### src/logic/rv_mem_cfg.svh
`ifndef RV_MEM_CFG_SVH
`define RV_MEM_CFG_SVH

// Datapath and address width
`define RV_XLEN 32

// Register index width, 32 architectural registers
`define RV_REG_ADDR_W 5

// One enable bit per byte lane of a data word
`define RV_BE_W 4

// Instruction size, used for the jal/jalr return address
`define RV_PC_STEP 4

`endif
### src/logic/rv_mem_pkg.sv
`include "rv_mem_cfg.svh"

package rv_mem_pkg;

  typedef logic [`RV_XLEN-1:0]       word_t;
  typedef logic [`RV_REG_ADDR_W-1:0] reg_addr_t;
  typedef logic [`RV_BE_W-1:0]       byte_en_t;

  // RV32I major opcodes
  typedef enum logic [6:0] {
    op_lui   = 7'b0110111,
    op_auipc = 7'b0010111,
    op_imm   = 7'b0010011,
    op_reg   = 7'b0110011,
    op_jal   = 7'b1101111,
    op_jalr  = 7'b1100111,
    op_br    = 7'b1100011,
    op_load  = 7'b0000011,
    op_store = 7'b0100011
  } opcode_t;

  typedef enum logic [2:0] {
    lb  = 3'b000,
    lh  = 3'b001,
    lw  = 3'b010,
    lbu = 3'b100,
    lhu = 3'b101
  } load_funct3_t;

  typedef enum logic [2:0] {
    sb = 3'b000,
    sh = 3'b001,
    sw = 3'b010
  } store_funct3_t;

  typedef enum logic [2:0] {
    beq  = 3'b000,
    bne  = 3'b001,
    blt  = 3'b100,
    bge  = 3'b101,
    bltu = 3'b110,
    bgeu = 3'b111
  } branch_funct3_t;

  // Same funct3 bits, read according to the opcode class
  typedef union packed {
    load_funct3_t   ld;
    store_funct3_t  st;
    branch_funct3_t br;
  } funct3_u;

  // Write-back source
  typedef enum logic [2:0] {
    sel_alu_out  = 3'd0,
    sel_br_en    = 3'd1,
    sel_u_imm    = 3'd2,
    sel_pc_plus4 = 3'd3,
    sel_load     = 3'd4
  } wb_sel_t;

  // One executed instruction entering MEM
  typedef struct packed {
    logic      valid;
    opcode_t   opcode;
    funct3_u   funct3;
    reg_addr_t rd;
    logic      load_regfile;
    logic      mem_read;
    logic      mem_write;
    wb_sel_t   wb_sel;
    word_t     alu_out;     // Result or effective address
    word_t     rs2_data;    // Store data
    word_t     imm;
    word_t     pc;
    logic      br_en;
  } mem_req_t;

  // MEM/WB register contents
  typedef struct packed {
    logic      valid;
    reg_addr_t rd;
    logic      we;
    word_t     data;
    logic      trap;
    byte_en_t  rmask;
    byte_en_t  wmask;
    word_t     pc;
  } wb_result_t;

endpackage

### src/logic/rv_mem_stage.sv
`timescale 1ns/1ps

module rv_mem_stage (
  input  logic                   clk,
  input  logic                   i_arst_n,
  input  logic                   i_valid,
  input  rv_mem_pkg::mem_req_t   i_req,
  input  rv_mem_pkg::word_t      i_d_mem_rdata,
  input  logic                   i_d_mem_resp,
  output rv_mem_pkg::word_t      o_d_mem_addr,
  output rv_mem_pkg::word_t      o_d_mem_wdata,
  output logic                   o_d_mem_read,
  output logic                   o_d_mem_write,
  output rv_mem_pkg::byte_en_t   o_d_mem_byte_enable,
  output logic                   o_stall,
  output rv_mem_pkg::wb_result_t o_wb
);
  import rv_mem_pkg::*;

  mem_req_t ex_mem_q;        // EX/MEM payload
  logic     ex_mem_valid_q;
  mem_req_t ex_mem;          // Payload with the registered valid bit
  logic     stall;
  logic     trap;
  byte_en_t rmask;
  byte_en_t wmask;
  word_t    load_data;

  // Bubble when the upstream has nothing this cycle
  always_ff @(posedge clk or negedge i_arst_n) begin
    if (!i_arst_n) begin
      ex_mem_valid_q <= 1'b0;
    end else if (!stall) begin
      ex_mem_valid_q <= i_valid;
    end
  end

  always_ff @(posedge clk) begin
    if (!stall) begin
      ex_mem_q <= i_req;
    end
  end

  always_comb begin
    ex_mem       = ex_mem_q;
    ex_mem.valid = ex_mem_valid_q;
  end

  // Data memory port
  assign o_d_mem_read        = ex_mem_valid_q && ex_mem_q.mem_read;
  assign o_d_mem_write       = ex_mem_valid_q && ex_mem_q.mem_write;
  assign o_d_mem_addr        = {ex_mem_q.alu_out[31:2], 2'b00};  // Word aligned
  assign o_d_mem_wdata       = ex_mem_q.rs2_data;
  assign o_d_mem_byte_enable = wmask;

  // Hold both registers until the access completes
  assign stall   = (o_d_mem_read || o_d_mem_write) && !i_d_mem_resp;
  assign o_stall = stall;

  access_checker access_checker_i (
    .i_opcode (ex_mem.opcode),
    .i_funct3 (ex_mem.funct3),
    .i_offset (ex_mem.alu_out[1:0]),
    .o_trap   (trap),
    .o_rmask  (rmask),
    .o_wmask  (wmask)
  );

  load_aligner load_aligner_i (
    .i_funct3    (ex_mem.funct3),
    .i_offset    (ex_mem.alu_out[1:0]),
    .i_rdata     (i_d_mem_rdata),
    .o_load_data (load_data)
  );

  mem_wb_reg mem_wb_reg_i (
    .clk         (clk),
    .i_arst_n    (i_arst_n),
    .i_load      (!stall),
    .i_req       (ex_mem),
    .i_load_data (load_data),
    .i_trap      (trap),
    .i_rmask     (rmask),
    .i_wmask     (wmask),
    .o_wb        (o_wb)
  );

endmodule

### src/logic/mem_wb_reg.sv
`timescale 1ns/1ps
`include "rv_mem_cfg.svh"

module mem_wb_reg (
  input  logic                   clk,
  input  logic                   i_arst_n,
  input  logic                   i_load,
  input  rv_mem_pkg::mem_req_t   i_req,
  input  rv_mem_pkg::word_t      i_load_data,
  input  logic                   i_trap,
  input  rv_mem_pkg::byte_en_t   i_rmask,
  input  rv_mem_pkg::byte_en_t   i_wmask,
  output rv_mem_pkg::wb_result_t o_wb
);
  import rv_mem_pkg::*;

  word_t     wb_data;
  logic      valid_q;
  logic      we_q;
  reg_addr_t rd_q;
  word_t     data_q;
  logic      trap_q;
  byte_en_t  rmask_q;
  byte_en_t  wmask_q;
  word_t     pc_q;

  // Write-back value
  always_comb begin
    case (i_req.wb_sel)
      sel_alu_out:  wb_data = i_req.alu_out;
      sel_br_en:    wb_data = {31'b0, i_req.br_en};  // Zero-extended compare result
      sel_u_imm:    wb_data = i_req.imm;
      sel_pc_plus4: wb_data = i_req.pc + `RV_PC_STEP;
      sel_load:     wb_data = i_load_data;
      default:      wb_data = i_req.alu_out;
    endcase
  end

  always_ff @(posedge clk or negedge i_arst_n) begin
    if (!i_arst_n) begin
      valid_q <= 1'b0;
      we_q    <= 1'b0;
    end else if (i_load) begin
      valid_q <= i_req.valid;
      we_q    <= i_req.valid && i_req.load_regfile;  // Bubbles never write
    end
  end

  always_ff @(posedge clk) begin
    if (i_load) begin
      rd_q    <= i_req.rd;
      data_q  <= wb_data;
      trap_q  <= i_trap;
      rmask_q <= i_rmask;
      wmask_q <= i_wmask;
      pc_q    <= i_req.pc;
    end
  end

  always_comb begin
    o_wb.valid = valid_q;
    o_wb.rd    = rd_q;
    o_wb.we    = we_q;
    o_wb.data  = data_q;
    o_wb.trap  = trap_q;
    o_wb.rmask = rmask_q;
    o_wb.wmask = wmask_q;
    o_wb.pc    = pc_q;
  end

endmodule

### src/logic/load_aligner.sv
`timescale 1ns/1ps

module load_aligner (
  input  rv_mem_pkg::funct3_u i_funct3,
  input  logic [1:0]          i_offset,
  input  rv_mem_pkg::word_t   i_rdata,
  output rv_mem_pkg::word_t   o_load_data
);
  import rv_mem_pkg::*;

  word_t shifted;

  // Bring the addressed byte down to lane 0, zero fill above
  assign shifted = i_rdata >> {i_offset, 3'b000};

  always_comb begin
    case (i_funct3.ld)
      lb:  o_load_data = {{24{shifted[7]}}, shifted[7:0]};
      lbu: o_load_data = {24'b0, shifted[7:0]};
      lh: begin
        if (i_offset[0]) begin
          o_load_data = '0;  // Misaligned half
        end else begin
          o_load_data = {{16{shifted[15]}}, shifted[15:0]};
        end
      end
      lhu: begin
        if (i_offset[0]) begin
          o_load_data = '0;
        end else begin
          o_load_data = {16'b0, shifted[15:0]};
        end
      end
      lw:      o_load_data = shifted;  // Nonzero offset keeps the upper bytes only
      default: o_load_data = '0;
    endcase
  end

endmodule

### src/logic/access_checker.sv
`timescale 1ns/1ps

module access_checker (
  input  rv_mem_pkg::opcode_t  i_opcode,
  input  rv_mem_pkg::funct3_u  i_funct3,
  input  logic [1:0]           i_offset,  // Low address bits
  output logic                 o_trap,
  output rv_mem_pkg::byte_en_t o_rmask,
  output rv_mem_pkg::byte_en_t o_wmask
);
  import rv_mem_pkg::*;

  localparam logic [1:0] sz_byte = 2'd0;
  localparam logic [1:0] sz_half = 2'd1;
  localparam logic [1:0] sz_word = 2'd2;

  logic       is_load;
  logic       is_store;
  logic       bad_enc;     // Unknown opcode or illegal funct3
  logic       misaligned;
  logic [1:0] access_size;
  byte_en_t   lane_mask;

  // Classify the instruction and find the access size
  always_comb begin
    is_load     = 1'b0;
    is_store    = 1'b0;
    bad_enc     = 1'b0;
    access_size = sz_byte;
    case (i_opcode)
      op_lui, op_auipc, op_imm, op_reg, op_jal, op_jalr: ;
      op_br: begin
        case (i_funct3.br)
          beq, bne, blt, bge, bltu, bgeu: ;
          default: bad_enc = 1'b1;
        endcase
      end
      op_load: begin
        is_load = 1'b1;
        case (i_funct3.ld)
          lb, lbu: access_size = sz_byte;
          lh, lhu: access_size = sz_half;
          lw:      access_size = sz_word;
          default: bad_enc = 1'b1;
        endcase
      end
      op_store: begin
        is_store = 1'b1;
        case (i_funct3.st)
          sb:      access_size = sz_byte;
          sh:      access_size = sz_half;
          sw:      access_size = sz_word;
          default: bad_enc = 1'b1;
        endcase
      end
      default: bad_enc = 1'b1;
    endcase
  end

  // Byte lanes touched, shared by loads and stores
  always_comb begin
    misaligned = 1'b0;
    case (access_size)
      sz_byte: lane_mask = 4'b0001 << i_offset;
      sz_half: begin
        misaligned = i_offset[0];
        lane_mask  = i_offset[0] ? 4'b0000 : (4'b0011 << i_offset); // Odd offset gives no lanes
      end
      default: begin
        misaligned = |i_offset;
        lane_mask  = 4'b1111 << i_offset;  // Lanes from the offset upward
      end
    endcase
  end

  assign o_rmask = (is_load && !bad_enc) ? lane_mask : 4'b0000;
  assign o_wmask = (is_store && !bad_enc) ? lane_mask : 4'b0000;
  assign o_trap  = bad_enc || ((is_load || is_store) && misaligned);

endmodule

### config.mk
export PLATFORM = sky130hd
export DESIGN_NAME = rv_mem_stage
export DESIGN_NICKNAME = d
export VERILOG_FILES = /design/src/logic/rv_mem_pkg.sv /design/src/logic/rv_mem_stage.sv /design/src/logic/mem_wb_reg.sv /design/src/logic/load_aligner.sv /design/src/logic/access_checker.sv
export VERILOG_INCLUDE_DIRS = /design/src /design/src/logic
export SDC_FILE = /design/constraint.sdc
export NUM_CORES = 1
export LEC_CHECK = 0
export BUFFER_PORTS_ARGS = -buffer_cell sky130_fd_sc_hd__buf_2
export CAP_MARGIN = 40
export CORE_UTILIZATION = 39
export DETAILED_ROUTE_END_ITERATION = 16
export GPL_ROUTABILITY_DRIVEN = 0
export PLACE_DENSITY = 0.72
export SYNTH_ARGS = -nofsm -noshare
export SYNTH_HDL_FRONTEND = slang
export SYNTH_SLANG_ARGS = --single-unit
### constraint.sdc
create_clock -name clk -period 16.46 [get_ports clk]
set_input_delay 3.292 -clock clk [delete_from_list [all_inputs] [get_ports clk]]
set_output_delay 3.292 -clock clk [all_outputs]
set_load 0.02 [all_outputs]
Word-level counts from Yosys, hierarchy flattened
Index checks and enable logic that the tools add are counted.
{ "totals": {"output_inout_bits": 151, "input_bits": 187, "register_bits": 231, "wordCells": 83} }
{ "op_classes": {"n_mux": 17, "addsub": 1, "shift": 4, "n_eq_ne": 20, "reduce_logical": 20} }
{ "ops": {"columns": ["cell", "n"], "rows": [
  ["$pmux 32 s5", 1],
  ["$pmux 32 s4", 1],
  ["$add 32x3->32 const B", 1],
  ["$mux 32", 1],
  ["$shr 32x5->32", 1],
  ["$eq 7x6->1 const B", 3],
  ["$eq 7x7->1 const B", 3],
  ["$mux 16", 1],
  ["$eq 3x3->1 const B", 5],
  ["$eq 7x5->1 const B", 2],
  ["$pmux 2 s2", 3],
  ["$reduce_or 6->1", 2],
  ["$eq 3x2->1 const B", 3],
  ["$mux 4", 2],
  ["$pmux 4 s2", 1],
  ["$eq 7x2->1 const B", 1],
  ["$logic_and 1x1->1", 7],
  ["$eq 3x1->1 const B", 2],
  ["$mux 1", 5],
  ["$reduce_or 5->1", 1],
  ["$pmux 1 s4", 1],
  ["$reduce_or 2->1", 2],
  ["$shl 1x2->4 const A", 1],
  ["$shl 2x2->4 const A", 1],
  ["8 further kinds", 11]
]} }

Logic depth before layout (Yosys ltp)
{ "depth": {"depth_word": 8, "ltp_mapped": 7, "mapped_depth_nobuf": 6} }

Modules after synthesis
From an unflattened synthesis, not the netlist that was laid out.
{ "unflattened": {"hier_cells": 804, "area_unflattened_um2": 10651.5} }
{ "modules_own_cells": {"columns": ["mod", "cells_per_inst", "n_inst", "seq_area_each_um2", "area_each_um2"], "rows": [
  ["rv_mem_stage", 224, 1, 4529.3, 5069.9],
  ["mem_wb_reg", 408, 1, 2392.3, 4466.8],
  ["load_aligner", 121, 1, 0.0, 777.0],
  ["access_checker", 51, 1, 0.0, 337.8]
]} }

Least setup slack after synthesis
No wires, ideal clock.
{ "synth_timing": {"kind": "input to register", "startpoint": "in i_d_mem_resp", "endpoint": "reg ex_mem_q, in the netlist ex_mem[0] (enable)", "required_time_ns": 15.882, "arrival_time_ns": 7.841, "path_slack_ns": 8.040, "setup_time_ns": 0.578, "n_path_buf": 0, "path_stages": 2, "path_cell_list": "nor2_1 > inv_1"} }
{ "synth_via": {"elab_chain_cells": 2} }
{ "synth_rtl": {"columns": ["element", "line", "text"], "rows": [
  ["from (decl)", "rv_mem_stage.sv:9", "input logic i_d_mem_resp,"],
  ["$logic_not 1->1", "rv_mem_stage.sv:57", "assign stall = (o_d_mem_read || o_d_mem_write) && !i_d_mem_resp;"],
  ["$logic_and 1x1->1", "rv_mem_stage.sv:57", null],
  ["to (signal assigned)", "rv_mem_stage.sv:40", "ex_mem_q <= i_req;"],
  ["to (decl)", "rv_mem_stage.sv:20", "mem_req_t ex_mem_q;"]
]} }
Every way passes these cells.
A chain may end at the register's enable or synchronous reset.

Worst setup path in the final report
{ "layout_timing": {"startpoint": "in i_d_mem_resp", "endpoint": "out o_stall"} }
{ "layout_via": {"elab_chain_cells": 2} }
{ "layout_rtl": {"columns": ["element", "line", "text"], "rows": [
  ["$logic_not 1->1", "rv_mem_stage.sv:57", null],
  ["$logic_and 1x1->1", "rv_mem_stage.sv:57", null],
  ["to (decl)", "rv_mem_stage.sv:15", "output logic o_stall,"]
]} }
Every way passes these cells.

==> qor.yml <==
placement:
  io_buffer_count: 334
  dp_cells: 1281
  dp_hpwl_mm: 19.99
setup_path:
  crit_path_end: "o_stall"
  cp-startpoint: "i_d_mem_resp"
  crit_type: "input port to output port"
  reg2regPathDepth: 7
  worst_setup_path_start_kind: "input port"
  reg2reg_slack_ps: 13430
  crit_path_max_fanout: 6
  arrival_ps: 4160
  reg2reg_to: "ex_mem[20]$_DFFE_PN_"
  critPathCaptureType: "output port"
  rr_startpoint: "ex_mem_valid_q$_DFFE_PN0N_"
  required_ps: 13170
worst_hold_path:
  hp-class: "flip-flop to flip-flop"
  hp-start: "ex_mem[136]$_DFFE_PN_"
logic_synthesis:
  syn_inst: 702
  synth.distinct_cells: 65
  yosys.area.top_type: "edfxtp_1"
  ys_ff_latch: 231
  yosysMostFrequentCell: "edfxtp_1"
  syn-cell-area_um2: 9968
  async_reset_ff_share_pct: 1.299
  synth_warnings: 0
  synth_top_cell_area_share_pct: 68.68
  yosysSeqAreaShare_pct: 69.44
  syn_area_per_cell_um2: 14.20
  synth_ff_type: "edfxtp_1"
  ys_top_cells_by_count: "edfxtp_1, buf_4, nor2_1, o21ai_0, nand2_1"
  synth.area.top_cells: "edfxtp_1, buf_4, o21ai_0"
  synth_edf_count: 228
cells_and_area:
  fin_cells: 1330
  syn_to_final_growth_pct: 23.25
  drive_above_1_share_pct: 40.30
  final_nets: 1166
routing:
  routedWlPerCell_um: 20.32
  vias: 6864
  post-route-drc-count: 0
  antenna_left: 0
  route.top_layer_used: "met5"
  viasPerCell: 5.161
  wirelength_mm: 27.03
  dr.pass1.iters: 5
  met1Wirelength_mm: 11.19
  met2_length_mm: 12.77
  drt_iter0_drc: 718
  route.met3.wl_mm: 2.329
job:
  max_cap_violations: 0
power:
  vdd.ir_drop.worst_mv: 0.07979
  intPower_mw: 1.097
  swShare_pct: 26.95
  switching_power_uw: 404.9
  power_frac_clock_pct: 34.1
  share_seq_of_total_power_pct: 50.3
  combPwrFrac_pct: 15.6
  p_leak_nw: 4.943
  powerDensity_nw_per_um2: 122.3
sta:
  relSlewSlack_pct: 44.35
  finalSetupViolCount: 0
  period_needed_ps: 7455
  drv_slew: 0
  hold_viol_final: 0
  grt_setup_unrepaired: "false"
  hold_ws_ps: 419.1
  finalClockSkew_ps: 21.13
  finalCritPeriodShare_pct: 45.29
  finalSetupTns_ps: 0
  worst_pin_slew_ps: 832.3
  timing.fmax_mhz: 134.1
die:
  die_w_um: 161.9
  fp-row-count: 58
  die_h_um: 161.9
  core_area_um2: 25110
  dieArea_um2: 26200
  ios: 338
  start_util_pct: 39.70
outcome:
  status: "finished, final reports clean"
clock_network:
  clk_pin_slew_ps: 60
  cts_resized: 0
  root_buffer: "clkbuf_16"
  cts_sinks: 231
  cts_setup_buffers: 0
  cts_htree_levels: 1
  cts_tree: "done"
  clk_latency_ps: 520
  holdBufCountCts: 0
  clock_path_buffers: 3
  cts_buffers: 25
global_route:
  antenna_found_initial: 8
  grt-ovfl-total: 0
  grt_pass1_vias: 6555
  grt_usage_pct: 20.03
  grt_max_degree: 113
  grt_pass1_wl_mm: 39.21
==> worst max-delay path, stage by stage <==
cell	delay, ps
buf_2	100
nor2_1	490
buf_2	280
==> logic make-up (layout without fill, tap and decap cells) <==
| logic type | Yosys count | after routing | share of synthesized area (%) |
|---|---|---|---|
| buffers and inverters | 106 | 398 | 6.778 |
| adder cells (fa/ha/maj) | 1 | 1 | 0.1255 |
| other | 1 | 7 | 0.03762 |
| flip-flops | 231 | 231 | 69.44 |
| AND/OR/NAND/NOR | 165 | 165 | 8.987 |
| XOR/XNOR | 22 | 22 | 1.933 |
| AO/OA/AOI/OAI | 154 | 154 | 10.41 |
| multiplexers | 22 | 22 | 2.297 |
==> state kept, by name (all words and copies together), names as in the netlist, 4 cells and up <==
register              flops
mem_wb_reg_i.data_q      32
mem_wb_reg_i.rd_q         5
o_d_mem_wdata            32
o_d_mem_addr             30
mem_wb_reg_i.rmask_q      4
mem_wb_reg_i.pc_q        32
ex_mem                   88
mem_wb_reg_i.wmask_q      4
==> per-layer routing <==
layer  track usage (%)  vias up
li1                  -     3201
met1             25.73     3290
met2             32.93      316
met3             5.414       51
met4             6.261        6
met5                 0        -
==> power by group through the flow <==
| stage | clock (mW) | sequential [mW] | combinational, mW |
|---|---|---|---|
| 3_5_place_dp | 0 | 0.767 | 0.235 |
| 2_1_floorplan | 0 | 0.802 | 0.121 |
| 3_3_place_gp | 0 | 0.765 | 0.229 |
| 6_report | 0.512 | 0.755 | 0.235 |
| 5_1_grt | 0.548 | 0.762 | 0.252 |
| 4_1_cts | 0.525 | 0.755 | 0.236 |
==> through the flow <==
step                total power, mW  cell area, um^2  utilization [%]  setup slack (ps)
detailed placement            1.002            11540            45.96              9003
finish                        1.502            12290            48.93              9005
global placement             0.9939            11490            45.77              9059
global route                  1.562            12280            48.92              8974
CTS                           1.516            12270            48.88              9006
floorplan                    0.9228             9972                -              8040
==> cell usage in the layout (no fill, tap or decap), types with 5 or more instances in the layout <==
master / count
clkinv_1: 9
nand4_1: 7
o22ai_1: 5
o211ai_1: 7
a21oi_1: 27
nor2b_1: 14
nand2_1: 29
a221o_1: 9
xor2_1: 10
edfxtp_1: 228
xnor2_1: 10
a31oi_1: 5
nor4_1: 9
a22oi_1: 12
o21ai_0: 41
diode_2: 5
clkinv_2: 5
mux2_2: 7
buf_4: 8
nor2_1: 44
o221ai_1: 5
buf_2: 334
mux2i_1: 15
nand3_1: 12
nand2b_1: 7
nor3_1: 11
clkbuf_16: 25
inv_1: 8
==> final cells by class <==
class / instances / area (um^2)
antenna: 5 / 12.51
clock buffer: 29 / 640.6
clock inverter: 15 / 92.59
fill: 2286 / 12820
inverter: 10 / 45.04
multi-input combinational: 366 / 2390
sequential: 231 / 6922
tap: 330 / 412.9
timing repair buffer: 344 / 1770
==> worst min path at each step <==
stage          cells after the start  slack (ps)                        endpoint
2_1_floorplan                      0         400  mem_wb_reg_i.rd_q[0]$_DFFE_PN_
3_3_place_gp                       0         400  mem_wb_reg_i.rd_q[2]$_DFFE_PN_
3_5_place_dp                       0         410  mem_wb_reg_i.rd_q[3]$_DFFE_PN_
4_1_cts                            0         420  mem_wb_reg_i.rd_q[3]$_DFFE_PN_
5_1_grt                            0         420  mem_wb_reg_i.rd_q[3]$_DFFE_PN_
6_report                           0         420  mem_wb_reg_i.rd_q[1]$_DFFE_PN_
Note: power is estimated with default switching activity, not from simulation.
